### src/common/bch_pkg.sv
`default_nettype none

package bch_pkg;

    // BCH(15,7) double-error-correcting code over GF(16)
    localparam int CODE_N = 15;
    localparam int CODE_K = 7;
    localparam int GF_M   = 4;

    // x^4 + x + 1 with the x^4 term dropped
    localparam logic [GF_M-1:0] GF_POLY = 4'b0011;

    typedef logic [GF_M-1:0]   gf_t;   // field element, polynomial basis
    typedef logic [CODE_N-1:0] cw_t;   // bit i is the coefficient of x^i
    typedef logic [1:0]        cnt_t;  // error count 0..2

    // shift-and-add product, reduced on every shift
    function automatic gf_t gf_mul(input gf_t a, input gf_t b);
        gf_t acc;
        gf_t sh;
        acc = '0;
        sh  = a;
        for (int i = 0; i < GF_M; i++) begin
            if (b[i]) begin
                acc = acc ^ sh;
            end
            sh = sh[GF_M-1] ? ((sh << 1) ^ GF_POLY) : (sh << 1);
        end
        return acc;
    endfunction

    // exhaustive search, only 15 candidates
    function automatic gf_t gf_inv(input gf_t a);
        gf_t res;
        res = '0;  // zero has no inverse
        for (int b = 1; b < (1 << GF_M); b++) begin
            if (gf_mul(a, gf_t'(b)) == gf_t'(1)) begin
                res = gf_t'(b);
            end
        end
        return res;
    endfunction

    // alpha^e for e in 0..14
    function automatic gf_t gf_alpha_pow(input logic [GF_M-1:0] e);
        gf_t res;
        case (e)
            4'd0:    res = 4'b0001;
            4'd1:    res = 4'b0010;
            4'd2:    res = 4'b0100;
            4'd3:    res = 4'b1000;
            4'd4:    res = 4'b0011;
            4'd5:    res = 4'b0110;
            4'd6:    res = 4'b1100;
            4'd7:    res = 4'b1011;
            4'd8:    res = 4'b0101;
            4'd9:    res = 4'b1010;
            4'd10:   res = 4'b0111;
            4'd11:   res = 4'b1110;
            4'd12:   res = 4'b1111;
            4'd13:   res = 4'b1101;
            4'd14:   res = 4'b1001;
            default: res = 4'b0001;  // alpha^15 wraps to one
        endcase
        return res;
    endfunction

endpackage

`default_nettype wire

### src/source/bch_syndrome.sv
`timescale 1ns/1ps
`default_nettype none

module bch_syndrome import bch_pkg::*; (
    input  logic clk,
    input  logic rst,
    input  logic word_valid,
    input  cw_t  word,
    output logic syn_valid,
    output cw_t  syn_word,
    output gf_t  syn_s1,
    output gf_t  syn_s3
);

    gf_t s1;
    gf_t s3;

    // r(alpha) and r(alpha^3) as sums of powers over the set bits;
    // S2 and S4 follow from S1 for a binary code, so only odd ones are needed
    always_comb begin
        s1 = '0;
        s3 = '0;
        for (int i = 0; i < CODE_N; i++) begin
            if (word[i]) begin
                s1 = s1 ^ gf_alpha_pow(GF_M'(i));
                s3 = s3 ^ gf_alpha_pow(GF_M'((3 * i) % CODE_N));  // exponent mod 15
            end
        end
    end

    always_ff @(posedge clk or posedge rst) begin
        if (rst) begin
            syn_valid <= 1'b0;
        end else begin
            syn_valid <= word_valid;
        end
    end

    // word and syndromes only load with a valid word
    always_ff @(posedge clk) begin
        if (word_valid) begin
            syn_word <= word;
            syn_s1   <= s1;
            syn_s3   <= s3;
        end
    end

endmodule

`default_nettype wire

### src/source/bch_locator.sv
`timescale 1ns/1ps
`default_nettype none

module bch_locator import bch_pkg::*; (
    input  logic clk,
    input  logic rst,
    input  logic syn_valid,
    input  cw_t  syn_word,
    input  gf_t  syn_s1,
    input  gf_t  syn_s3,
    output logic loc_valid,
    output cw_t  loc_word,
    output gf_t  loc_sigma1,
    output gf_t  loc_sigma2,
    output cnt_t loc_degree,
    output logic loc_bad
);

    gf_t  s1_sq;
    gf_t  s1_cubed;
    gf_t  sigma1;
    gf_t  sigma2;
    cnt_t degree;
    logic bad;

    // Peterson direct solution for t = 2
    always_comb begin
        s1_sq    = gf_mul(syn_s1, syn_s1);
        s1_cubed = gf_mul(s1_sq, syn_s1);
        sigma1   = '0;
        sigma2   = '0;
        degree   = '0;
        bad      = 1'b0;
        if (syn_s1 == '0) begin
            bad = (syn_s3 != '0);  // S3 alone means more than two errors
        end else if (syn_s3 == s1_cubed) begin
            degree = 2'd1;  // single error at S1
            sigma1 = syn_s1;
        end else begin
            degree = 2'd2;
            sigma1 = syn_s1;
            // sigma2 = (S3 + S1^3) / S1
            sigma2 = gf_mul(syn_s3 ^ s1_cubed, gf_inv(syn_s1));
        end
    end

    always_ff @(posedge clk or posedge rst) begin
        if (rst) begin
            loc_valid <= 1'b0;
        end else begin
            loc_valid <= syn_valid;
        end
    end

    always_ff @(posedge clk) begin
        if (syn_valid) begin
            loc_word   <= syn_word;
            loc_sigma1 <= sigma1;
            loc_sigma2 <= sigma2;
            loc_degree <= degree;
            loc_bad    <= bad;
        end
    end

endmodule

`default_nettype wire

### src/source/bch_chien.sv
`timescale 1ns/1ps
`default_nettype none

module bch_chien import bch_pkg::*; (
    input  logic clk,
    input  logic rst,
    input  logic loc_valid,
    input  cw_t  loc_word,
    input  gf_t  loc_sigma1,
    input  gf_t  loc_sigma2,
    input  cnt_t loc_degree,
    input  logic loc_bad,
    output logic out_valid,
    output cw_t  out_word,
    output cnt_t out_count,
    output logic out_fail
);

    localparam int CNT_W = $clog2(CODE_N + 1);

    gf_t              x_inv;
    gf_t              x_inv_sq;
    gf_t              eval;
    cw_t              mask;
    logic [CNT_W-1:0] root_cnt;
    logic             fail;

    // all 15 positions at once, error at i when sigma(alpha^-i) is zero
    always_comb begin
        mask     = '0;
        root_cnt = '0;
        x_inv    = '0;
        x_inv_sq = '0;
        eval     = '0;
        for (int i = 0; i < CODE_N; i++) begin
            x_inv    = gf_alpha_pow(GF_M'((CODE_N - i) % CODE_N));
            x_inv_sq = gf_mul(x_inv, x_inv);
            eval     = gf_t'(1) ^ gf_mul(loc_sigma1, x_inv) ^ gf_mul(loc_sigma2, x_inv_sq);
            if (eval == '0) begin
                mask[i]  = 1'b1;
                root_cnt = root_cnt + 1'b1;
            end
        end
    end

    // a locator whose roots are not all in the field means too many errors
    assign fail = loc_bad | (root_cnt != CNT_W'(loc_degree));

    always_ff @(posedge clk or posedge rst) begin
        if (rst) begin
            out_valid <= 1'b0;
            out_word  <= '0;
            out_count <= '0;
            out_fail  <= 1'b0;
        end else begin
            out_valid <= loc_valid;
            if (loc_valid) begin
                out_fail <= fail;
                if (fail) begin
                    out_word  <= loc_word;  // uncorrectable, pass as received
                    out_count <= '0;
                end else begin
                    out_word  <= loc_word ^ mask;
                    out_count <= loc_degree;
                end
            end
        end
    end

endmodule

`default_nettype wire

### src/source/bch_decoder.sv
`timescale 1ns/1ps
`default_nettype none

module bch_decoder import bch_pkg::*; #(
    parameter int MAX_CREDITS = 8
) (
    input  logic clk,
    input  logic rst,
    input  logic in_valid,
    input  cw_t  in_word,
    output logic in_ready,
    input  logic out_credit,
    output logic out_valid,
    output cw_t  out_word,
    output cnt_t out_count,
    output logic out_fail
);

    localparam int CREDIT_W = $clog2(MAX_CREDITS + 1);

    logic [CREDIT_W-1:0] credits;
    logic                accept;

    // input capture stage
    logic in_valid_q;
    cw_t  in_word_q;

    // syndrome stage outputs
    logic syn_valid;
    cw_t  syn_word;
    gf_t  syn_s1;
    gf_t  syn_s3;

    // locator stage outputs
    logic loc_valid;
    cw_t  loc_word;
    gf_t  loc_sigma1;
    gf_t  loc_sigma2;
    cnt_t loc_degree;
    logic loc_bad;

    // each slot held by the consumer lets one word enter
    assign in_ready = (credits != '0);
    assign accept   = in_valid & in_ready;

    always_ff @(posedge clk or posedge rst) begin
        if (rst) begin
            credits <= '0;
        end else begin
            case ({out_credit, accept})
                2'b10: begin
                    if (credits != CREDIT_W'(MAX_CREDITS)) begin
                        credits <= credits + 1'b1;
                    end
                end
                2'b01:   credits <= credits - 1'b1;
                default: credits <= credits;  // idle or pulse and accept cancel
            endcase
        end
    end

    always_ff @(posedge clk or posedge rst) begin
        if (rst) begin
            in_valid_q <= 1'b0;
        end else begin
            in_valid_q <= accept;
        end
    end

    always_ff @(posedge clk) begin
        if (accept) begin
            in_word_q <= in_word;
        end
    end

    bch_syndrome i_bch_syndrome (
        .clk        (clk),
        .rst        (rst),
        .word_valid (in_valid_q),
        .word       (in_word_q),
        .syn_valid  (syn_valid),
        .syn_word   (syn_word),
        .syn_s1     (syn_s1),
        .syn_s3     (syn_s3)
    );

    bch_locator i_bch_locator (
        .clk        (clk),
        .rst        (rst),
        .syn_valid  (syn_valid),
        .syn_word   (syn_word),
        .syn_s1     (syn_s1),
        .syn_s3     (syn_s3),
        .loc_valid  (loc_valid),
        .loc_word   (loc_word),
        .loc_sigma1 (loc_sigma1),
        .loc_sigma2 (loc_sigma2),
        .loc_degree (loc_degree),
        .loc_bad    (loc_bad)
    );

    bch_chien i_bch_chien (
        .clk        (clk),
        .rst        (rst),
        .loc_valid  (loc_valid),
        .loc_word   (loc_word),
        .loc_sigma1 (loc_sigma1),
        .loc_sigma2 (loc_sigma2),
        .loc_degree (loc_degree),
        .loc_bad    (loc_bad),
        .out_valid  (out_valid),
        .out_word   (out_word),
        .out_count  (out_count),
        .out_fail   (out_fail)
    );

endmodule

`default_nettype wire

### config.mk
export PLATFORM = sky130hd
export DESIGN_NAME = bch_decoder
export DESIGN_NICKNAME = d
export VERILOG_FILES = /design/src/common/bch_pkg.sv /design/src/source/bch_syndrome.sv /design/src/source/bch_locator.sv /design/src/source/bch_chien.sv /design/src/source/bch_decoder.sv
export SDC_FILE = /design/constraint.sdc
export NUM_CORES = 1
export LEC_CHECK = 0
export CELL_PAD_IN_SITES_DETAIL_PLACEMENT = 0
export CELL_PAD_IN_SITES_GLOBAL_PLACEMENT = 1
export CORE_MARGIN = 2
export CORE_UTILIZATION = 35
export CTS_BUF_LIST = sky130_fd_sc_hd__clkbuf_4 sky130_fd_sc_hd__clkbuf_8
export DETAILED_ROUTE_END_ITERATION = 7
export DONT_BUFFER_PORTS = 1
export PLACE_DENSITY = 0.58
export SYNTH_ARGS = -nofsm -noshare
export SYNTH_HDL_FRONTEND = slang
export SYNTH_SLANG_ARGS = --single-unit
### constraint.sdc
create_clock -name clk -period 27.6 [get_ports clk]
set_input_delay 4.14 -clock clk [delete_from_list [all_inputs] [get_ports clk]]
set_output_delay 4.14 -clock clk [all_outputs]
set_load 0.01 [all_outputs]
==> results of run 1 <==
synth_stat cells, types with 5 or more instances:
cell type	count	share of area, %
a211o_1	6	0.69
a211oi_1	11	1.1
a21o_1	6	0.59
a21oi_1	25	1.6
a31oi_1	14	1.1
and2_1	5	0.41
and3_1	11	0.90
buf_4	7	0.69
buf_6	6	0.89
clkbuf_1	17	0.84
dfrtp_1	26	8.5
edfxtp_1	64	25
ha_1	31	5.1
inv_1	32	1.6
mux2i_1	12	1.6
nand2_1	69	3.4
nand2b_1	5	0.41
nand3_1	21	1.4
nand4_1	9	0.74
nor2_1	68	3.3
nor2b_1	8	0.66
nor3_1	19	1.2
o21ai_0	30	2.0
or3_1	24	2.0
xnor2_1	87	10
xnor2_2	7	1.5
xnor3_1	15	4.4
xor2_1	47	5.4
xor3_1	5	1.6
worst max-delay path, delay by kind of cell (launching register included):
kind	cells	cell delay, ns
compound gates	16	3.28
xor+xnor	4	1.35
fa+ha+maj	12	3.62
buf+inv	4	0.31
flops	1	1.02
mux	1	0.30
simple gates	13	2.48
per-layer routing:
metal,routed length [microns],vias up
met5,0,-
met4,280,0
met3,458,15
met2,7885,89
met1,8066,2521
li1,-,2675
cells by family after synthesis:
logic type | share of synthesized area, %
AO/OA/AOI/OAI | 11.73
XOR/XNOR | 25.65
adder cells (fa/ha/maj) | 5.347
buffers and inverters | 4.494
flip-flops | 33.72
multiplexers | 2.214
AND/OR/NAND/NOR | 16.84
state kept, by name (all words and copies together), names as in the netlist, 2 cells and up:
name / count
in_word_q: 15
i_bch_syndrome.syn_word: 15
credits: 4
i_bch_locator.loc_word: 15
i_bch_chien.out_count: 2
i_bch_locator.loc_sigma2: 4
i_bch_locator.loc_sigma1: 4
i_bch_locator.loc_degree: 2
i_bch_chien.out_word: 15
i_bch_syndrome.syn_s3: 4
i_bch_syndrome.syn_s1: 4
worst max path at each step:
stage / startpoint / endpoint / cells past startpoint
global placement: i_bch_locator.loc_sigma2[0] / i_bch_chien.out_word[1] / 50
floorplan: i_bch_locator.loc_sigma1[0] / i_bch_chien.out_word[10] / 55
finish: i_bch_locator.loc_sigma2[0] / i_bch_chien.out_word[1] / 50
CTS: i_bch_locator.loc_sigma2[0] / i_bch_chien.out_word[1] / 50
global route: i_bch_locator.loc_sigma2[0] / i_bch_chien.out_word[0] / 50
detailed placement: i_bch_locator.loc_sigma2[0] / i_bch_chien.out_word[1] / 50
layout make-up:
type                            instances  area [sq um]  area share, %
Clock inverter                          6         95.09          1.184
Sequential cell                        90          2572          32.03
Multi-Input combinational cell        609          4713          58.69
Tap cell                              280         350.3          4.363
Inverter                               33         123.9          1.543
Clock buffer                           10         137.6          1.714
Timing Repair Buffer                    5         37.54         0.4674
stage by stage:
step | hold WS, ns | worst slack (ns) | util [%] | instance area (sq um) | cells
finish | 0.4251 | 15.17 | 37.14 | 8030 | 1033
global route | 0.4347 | 14.03 | 37.14 | 8030 | 1033
CTS | 0.4274 | 15.08 | 37.14 | 8030 | 1033
detailed placement | 0.4054 | 15.13 | 36.06 | 7797 | 1017
global placement | 0.4110 | 15.65 | 36.06 | 7797 | 1017
floorplan | 0.4003 | 17.18 | - | 7629 | 770
==> run metrics, run 1 <==
status complete, no violations; Unique masters post-synth slightly above 70; met2 usage between 20 and 30%; wire per inst approximately 16 microns; CTS Sinks 90; first-pass GRT wire length approximately 27000 microns; Clock Latency Late Sink between 0.3 and 0.4 ns; most frequent CP cell ha_1; synth-to-layout area growth 5.265%; Num CTS Buffers 9; most frequent cells in the layout 87 x xnor2_1, 69 x nand2_1, 68 x nor2_1, 64 x edfxtp_1, 47 x xor2_1; setup TNS 0 ns; worst min path class flip-flop to flip-flop; Slew HR 29.87%; H-tree lvl count 3; synthesis-stage register bit count 90; R2R setup slack between 15 and 20 ns; grt met3 use 2.246%; top_reg_cell synth edfxtp_1; vias in the first global route 5189; ANT nets after route 0; met1 global-route usage between 20% and 30%; reg2reg path depth 50; Final Wtd Congestion between 0.8 and 0.9; number of max-cap violations 0; Crit Reg-Reg Startpoint i_bch_locator.loc_sigma2[0]; Crit-path slowest cell edfxtp_1; post_cts resized 0; post-synthesis sequential area ratio between 30% and 40%; diode count 0; worst slew pin tran 1.051 ns; Critical Path Fanout Max 25; Routed WL between 15000 and 20000 microns; TritonCTS clock tree done; Tmin final ~12 ns; Max Root-Sink Buffers 2; Total Routing Usage GR between 15 and 20%; HP Start i_bch_syndrome.syn_word[0]; vias per cell 5.131; die width ~150 microns; DIE HEIGHT 151.6 microns; final setup skew between 0.01 and 0.015 ns; final hold violation count 0; syn_nets roughly 820; Pins Over Slew Limit 0; initial antenna violation count 0; mapped cell area ~0.0076 sq mm; most common cell after layout, fill and taps aside xnor2_1; largest net degree at the start of global routing 35; Site Rows 54; Synth async-reset ratio between 20 and 30%; WS Path Type flip-flop to flip-flop; share of cells above drive strength 1 roughly 7.4%; # IOs 39; clock slew at reported path FFs around 0.090 ns; Arr. time, crit path 12.70 ns; Max Freq approximately 80 MHz; Layout Nets between 700 and 800; via count 5300; gr ovfl total 0; # fillers between 2000 and 2500; DRT Pass-1 Iters 4; initial drt markers 220; Buffers on Ports 0; cell count after synthesis 770; CORE AREA ~0.022 sq mm; die area around 0.023 sq mm; Residual DRC 0; most crowded layer after global routing met2; Post-CTS Hold Buffers 0; number of synthesized flops with an enable pin between 60 and 70; Setup crit end kind flip-flop; initial core utilization between 30% and 40%; DP HPWL about 13000 microns; Mapped Avg Cell Area roughly 9.9 sq um; slowest stage delay, CP slightly above 1 ns; share of the clock period used by the worst path a little under half; hold endpoint i_bch_locator.loc_word[0]; synth warn 0; reg-to-reg endpoint i_bch_chien.out_word[1]; WHS Path Cells 0; RSZ-0062 raised after global routing false; crit path launch type flip-flop; Post-CTS Setup Inserts 0; Final setup viols 0; Critical Path RT about 28 ns; root buf cell clkbuf_8
Power of run 1 is left out: the tool's default activity adds up to more than one toggle a clock period on the data nets, which glitch-free logic cannot reach.
==> run 2: changes to the inputs <==
ABC_AREA = 1   (was default)
PLACE_DENSITY = 0.61   (was 0.58)
clock period = 12.05 ns   (was 27.6 ns; I/O delays follow)
==> run metrics, run 2 <==
HP Start i_bch_syndrome.syn_word[13]; Synth top area share 25.46% (+0.26 points); cell count after synthesis 987 (+28%); FF+latch area 0.002572 sq mm (unchanged); Critical Path Fanout Max 16 (-36%); worst min path class flip-flop to flip-flop; Setup crit end kind flip-flop; Total Routing Usage GR 16.45% (+1.4 points); most frequent CP cell nand2_1; Synth async-reset ratio 28.89% (unchanged); wire per inst 14.06 microns (-13%); hold endpoint i_bch_locator.loc_word[13]; setup TNS 0 ns (unchanged); Pins Over Slew Limit 0 (unchanged); synth warn 0 (unchanged); largest net degree at the start of global routing 28 (-20%); Layout Nets 1027 (+29%); slowest stage delay, CP 0.91 ns (-0.11 ns); cell taking the most area after synthesis edfxtp_1; DP HPWL 14090 microns (+8.3%); Post-CTS Hold Buffers 0 (unchanged); Routed WL 17660 microns (+5.8%); clock slew at reported path FFs 0.11 ns (+0.02 ns); share of cells above drive strength 1 8.665% (+1.2 points); Num CTS Buffers 9 (unchanged); H-tree lvl count 3 (unchanged); initial core utilization 35.80% (+0.52 points); largest family of logic cells by synthesized area simple AND/OR/NAND/NOR gates; final hold violation count 0 (unchanged); root buf cell clkbuf_8; Post-Synth Simple-Gate Area 32.28% (+15 points); Post-CTS Setup Inserts 0 (unchanged); synth-to-layout area growth 5.403%; worst slew pin tran 1.055 ns (+0.003821 ns); initial drt markers 329 (+50%); area taken by multi-input logic gates 0.004462 sq mm (-5.3%); Clock Latency Late Sink 0.37 ns (+0.02 ns); CORE AREA 0.02109 sq mm (-2.5%); Place WS 1.853 ns (-13.28 ns); Slew HR 29.70% (-0.18 points); Mapped Avg Cell Area 7.649 sq um (-23%); number of synthesized flops with an enable pin 64 (unchanged); CTS Sinks 90 (unchanged); via count 5983 (+13%); multiplexer share of the synthesized area 0% (-2.2 points); reg-to-reg endpoint i_bch_chien.out_word[2]; post_cts resized 0 (unchanged); Arr. time, crit path 10.48 ns (-2.22 ns); most frequent cells in the layout 312 x nand2_1, 104 x nand3_1, 85 x inv_1, 73 x xor2_1; first-pass GRT wire length 29700 microns (+8.9%); initial antenna violation count 0 (unchanged); Max Freq 97.90 MHz (+22%); status complete, no violations; R2R setup slack 1.84 ns (-13.33 ns); die width 150.9 microns (-0.50%); vias per cell 4.764 (-7.2%); RSZ-0062 raised after global routing false; TritonCTS clock tree done; Residual DRC 0 (unchanged); top_reg_cell synth edfxtp_1; DRT Pass-1 Iters 5 (+1); Max Root-Sink Buffers 2 (unchanged); most common cell after layout, fill and taps aside nand2_1; Tmin final 10.21 ns (-2.217 ns); most common cell in the netlist nand2_1; Crit-path slowest cell edfxtp_1; die area 0.02276 sq mm (-1.0%); Crit Reg-Reg Startpoint i_bch_locator.loc_sigma1[0]; mapped cell area 0.007550 sq mm (-1.0%); adder-cell area share of the yosys netlist 5.403% (+0.056 points); final worst slack 1.835 ns (-13.33 ns); share of the clock period used by the worst path 84.77% (+40 points); gr ovfl total 0 (unchanged); Buffers on Ports 0 (unchanged); ANT nets after route 0 (unchanged); Post-Synth XOR/XNOR Area 16.99% (-8.7 points); Commonest cells post-synth 312 x nand2_1, 104 x nand3_1, 85 x inv_1; syn_nets 1038 (+26%); # fillers 2287 (+5.4%); number of max-cap violations 0 (unchanged); Critical Path RT 12.32 ns (-15.55 ns); Site Rows 53 (-1.9%); WHS Path Cells 0 (unchanged); reg2reg path depth 51 (+2.0%); post-synthesis compound-gate area fraction 4.425% (-7.3 points); vias in the first global route 5772 (+11%); Unique masters post-synth 45 (-37%); Final setup viols 0 (unchanged); synthesis-stage register bit count 90 (unchanged); WS Path Type flip-flop to flip-flop; final setup skew 0.01711 ns (+0.004127 ns); post-synthesis sequential area ratio 34.07% (+0.35 points); # IOs 39 (unchanged); DIE HEIGHT 150.9 microns (-0.50%); diode count 0 (unchanged); Final Wtd Congestion 0.8457 (+3.0%); largest cells by area after synthesis edfxtp_1 25%, nand2_1 16%, dfrtp_1 8.6%; crit path launch type flip-flop
-- run 2: how the worst max path moves through the flow --
| stage | slack, ns | to | start | cells past startpoint |
|---|---|---|---|---|
| 3_3_place_gp | 1.91 | i_bch_chien.out_word[2] | i_bch_locator.loc_sigma1[0] | 51 |
| 5_1_grt | 0.89 | i_bch_chien.out_word[2] | i_bch_locator.loc_sigma1[0] | 51 |
| 6_report | 1.84 | i_bch_chien.out_word[2] | i_bch_locator.loc_sigma1[0] | 51 |
| 4_1_cts | 1.81 | i_bch_chien.out_word[2] | i_bch_locator.loc_sigma1[0] | 51 |
| 2_1_floorplan | 3.23 | i_bch_chien.out_word[2] | i_bch_locator.loc_sigma2[1] | 56 |
| 3_5_place_dp | 1.85 | i_bch_chien.out_word[2] | i_bch_locator.loc_sigma1[0] | 51 |
-- run 2: layout make-up --
cell class / count / area share (%)
clock buffer: 9 / 1.557
clock inverter: 7 / 1.022
inverter: 97 / 4.701
multi-input combinational: 778 / 56.07
sequential: 90 / 32.33
tap: 275 / 4.324
-- run 2: per-layer routing --
| layer | vias to the layer above | GRT usage, % | wire (microns) |
|---|---|---|---|
| met5 | - | 0 | 0 |
| li1 | 3145 | - | - |
| met2 | 104 | 28.09 | 8459 |
| met4 | 0 | 3.645 | 191 |
| met1 | 2723 | 22.48 | 8582 |
| met3 | 11 | 1.807 | 425 |
-- run 2: cells by family after synthesis --
kind of cell    Yosys count
xor+xnor                140
buf+inv                 119
simple gates            546
flops                    90
compound gates           60
fa+ha+maj                32
-- run 2: critical path: cells and delay by family (launching register included) --
family | cells | cell delay, ns
simple gates | 33 | 4.87
flops | 1 | 0.91
fa+ha+maj | 13 | 3.58
buf+inv | 3 | 0.26
compound gates | 2 | 0.43
-- run 2: per-stage QoR --
| stage | area (sq um) | cells | utilization [%] | hold slack [ns] |
|---|---|---|---|---|
| final | 7958 | 1256 | 37.74 | 0.4191 |
| after global placement | 7752 | 1240 | 36.76 | 0.4010 |
| after global routing | 7958 | 1256 | 37.74 | 0.4321 |
| after floorplan | 7550 | 987 | - | 0.3519 |
| after detailed placement | 7752 | 1240 | 36.76 | 0.4045 |
| after CTS | 7958 | 1256 | 37.74 | 0.4205 |
Power of run 2 is left out for the same reason.
==> run 3: changes to the inputs <==
PLACE_DENSITY = 0.63   (was 0.61)
clock period = 8.48 ns   (was 12.05 ns; I/O delays follow)
==> run metrics, run 3 (synthesized netlist as in run 2, its figures left out) <==
status complete, no violations; RSZ-0062 raised after global routing true; Max Root-Sink Buffers 2 (unchanged); area taken by multi-input logic gates 0.004910 sq mm (+10%); Critical Path Fanout Max 6 (-10); FF+latch area 0.002572 sq mm (unchanged); via count 6734 (+13%); final hold violation count 0 (unchanged); wl on met1 9480 microns (+10%); most common cell after layout, fill and taps aside nand2_1; Buffers on Ports 0 (unchanged); vias in the first global route 6545 (+13%); reg2reg path depth 54 (+5.9%); Crit Reg-Reg Startpoint i_bch_locator.loc_sigma2[3]; worst min path class flip-flop to flip-flop; number of max-cap violations 0 (unchanged); Routed WL 20340 microns (+15%); reg-to-reg endpoint i_bch_chien.out_word[3]; TritonCTS clock tree done; share of the clock period used by the worst path 97.19% (+12 points); CTS Sinks 90 (unchanged); Setup crit end kind flip-flop; critical path's top delay family simple AND/OR/NAND/NOR gates; initial drt markers 219 (-33%); DIE HEIGHT 150.9 microns (unchanged); Met3 Wirelength 472 microns (+11%); DRT Pass-1 Iters 5 (unchanged); die area 0.02276 sq mm (unchanged); wire per inst 14.15 microns (+0.61%); gr ovfl total 0 (unchanged); WL met2 9919 microns (+17%); fin area 0.009813 sq mm (+23%); clock slew at reported path FFs 0.10 ns (about the same); HP Start i_bch_syndrome.syn_word[11]; Post-CTS Hold Buffers 0 (unchanged); most frequent cells in the layout 292 x nand2_1, 169 x buf_4, 91 x nand3_1, 79 x inv_1, 71 x xor2_1; Arr. time, crit path 8.56 ns (-1.92 ns); H-tree lvl count 3 (unchanged); Num CTS Buffers 9 (unchanged); die width 150.9 microns (unchanged); Final setup viols 0 (unchanged); crit path launch type flip-flop; root buf cell clkbuf_8; diode count 0 (unchanged); Post-DP Area 0.008514 sq mm (+9.8%); Max Freq 121.3 MHz (+24%); hold endpoint i_bch_locator.loc_word[11]; first-pass GRT wire length 32980 microns (+11%); Clock Latency Late Sink 0.37 ns (about the same); highest routed metal layer met4; vias per cell 4.683 (-1.7%); Slew HR 29.69% (about the same); synth-to-layout area growth 29.98%; Site Rows 53 (unchanged); R2R setup slack 0.24 ns (-1.60 ns); Place WS -0.2891 ns (-2.142 ns); Tmin final 8.242 ns (-1.973 ns); Crit-path slowest cell edfxtp_1; most frequent CP cell ha_4; Residual DRC 0 (unchanged); DP HPWL 14870 microns (+5.5%); Post-Layout Cell Count 1438 (+14%); DP Cell Count 1333 (+7.5%); final worst slack 0.2383 ns (-1.597 ns); # fillers 2151 (-5.9%); # IOs 39 (unchanged); Critical Path RT 8.79 ns (-3.53 ns); ANT nets after route 0 (unchanged); worst slew pin tran 1.053 ns (-0.001119 ns); share of cells above drive strength 1 28.46% (+20 points); final setup skew 0.01669 ns (-0.0004243 ns); Layout Utilization 46.53% (+8.8 points); Final Wtd Congestion 0.8572 (+1.4%); CORE AREA 0.02109 sq mm (unchanged); largest net degree at the start of global routing 28 (unchanged); slowest stage delay, CP 0.47 ns (-0.44 ns); initial core utilization 35.80% (unchanged); Buf+Inv Stages, Crit Path 8 (+5); Pins Over Slew Limit 0 (unchanged); WHS Path Cells 0 (unchanged); Layout Nets 1209 (+18%); initial antenna violation count 0 (unchanged); Total Routing Usage GR 18.51% (+2.1 points); WS Path Type flip-flop to flip-flop
[run 3: what timing repair did]
item / in CTS / in global routing
setup buffers: 89 / 11
pin swaps: 43 / 54
endpoints found under the setup margin: 18 / 18
cloned: 2 / 0
gates resized for setup: 31 / 58
[run 3: per-layer routing]
metal / vias up / GRT usage, %
li1: 3516 / -
met1: 3101 / 24.41
met2: 88 / 31.93
met3: 29 / 1.627
met4: 0 / 6.308
met5: - / 0
[run 3: final cells by class]
type / instances / area share, %
Multi-Input combinational cell: 779 / 50.03
Sequential cell: 90 / 26.21
Timing Repair Buffer: 181 / 14.52
Inverter: 97 / 3.838
Tap cell: 275 / 3.506
Clock buffer: 10 / 1.403
Clock inverter: 6 / 0.4845
[run 3: worst max path at each step]
stage,from,end,cells after the start
2_1_floorplan,i_bch_locator.loc_sigma2[1],i_bch_chien.out_word[2],56
3_5_place_dp,i_bch_locator.loc_sigma2[2],i_bch_chien.out_word[1],54
6_report,i_bch_locator.loc_sigma2[3],i_bch_chien.out_word[3],54
5_1_grt,i_bch_locator.loc_sigma2[3],i_bch_chien.out_word[6],54
4_1_cts,i_bch_locator.loc_sigma2[3],i_bch_chien.out_word[1],56
3_3_place_gp,i_bch_locator.loc_sigma1[0],i_bch_chien.out_word[9],54
[run 3: per-stage QoR]
stage / hold WS, ns / TNS (ns)
CTS: 0.4251 / 0
global placement: 0.4013 / -2.912
global route: 0.4322 / -1.155
finish: 0.4211 / 0
detailed placement: 0.4057 / -4.517
floorplan: 0.3519 / 0
Power of run 3 is left out for the same reason.
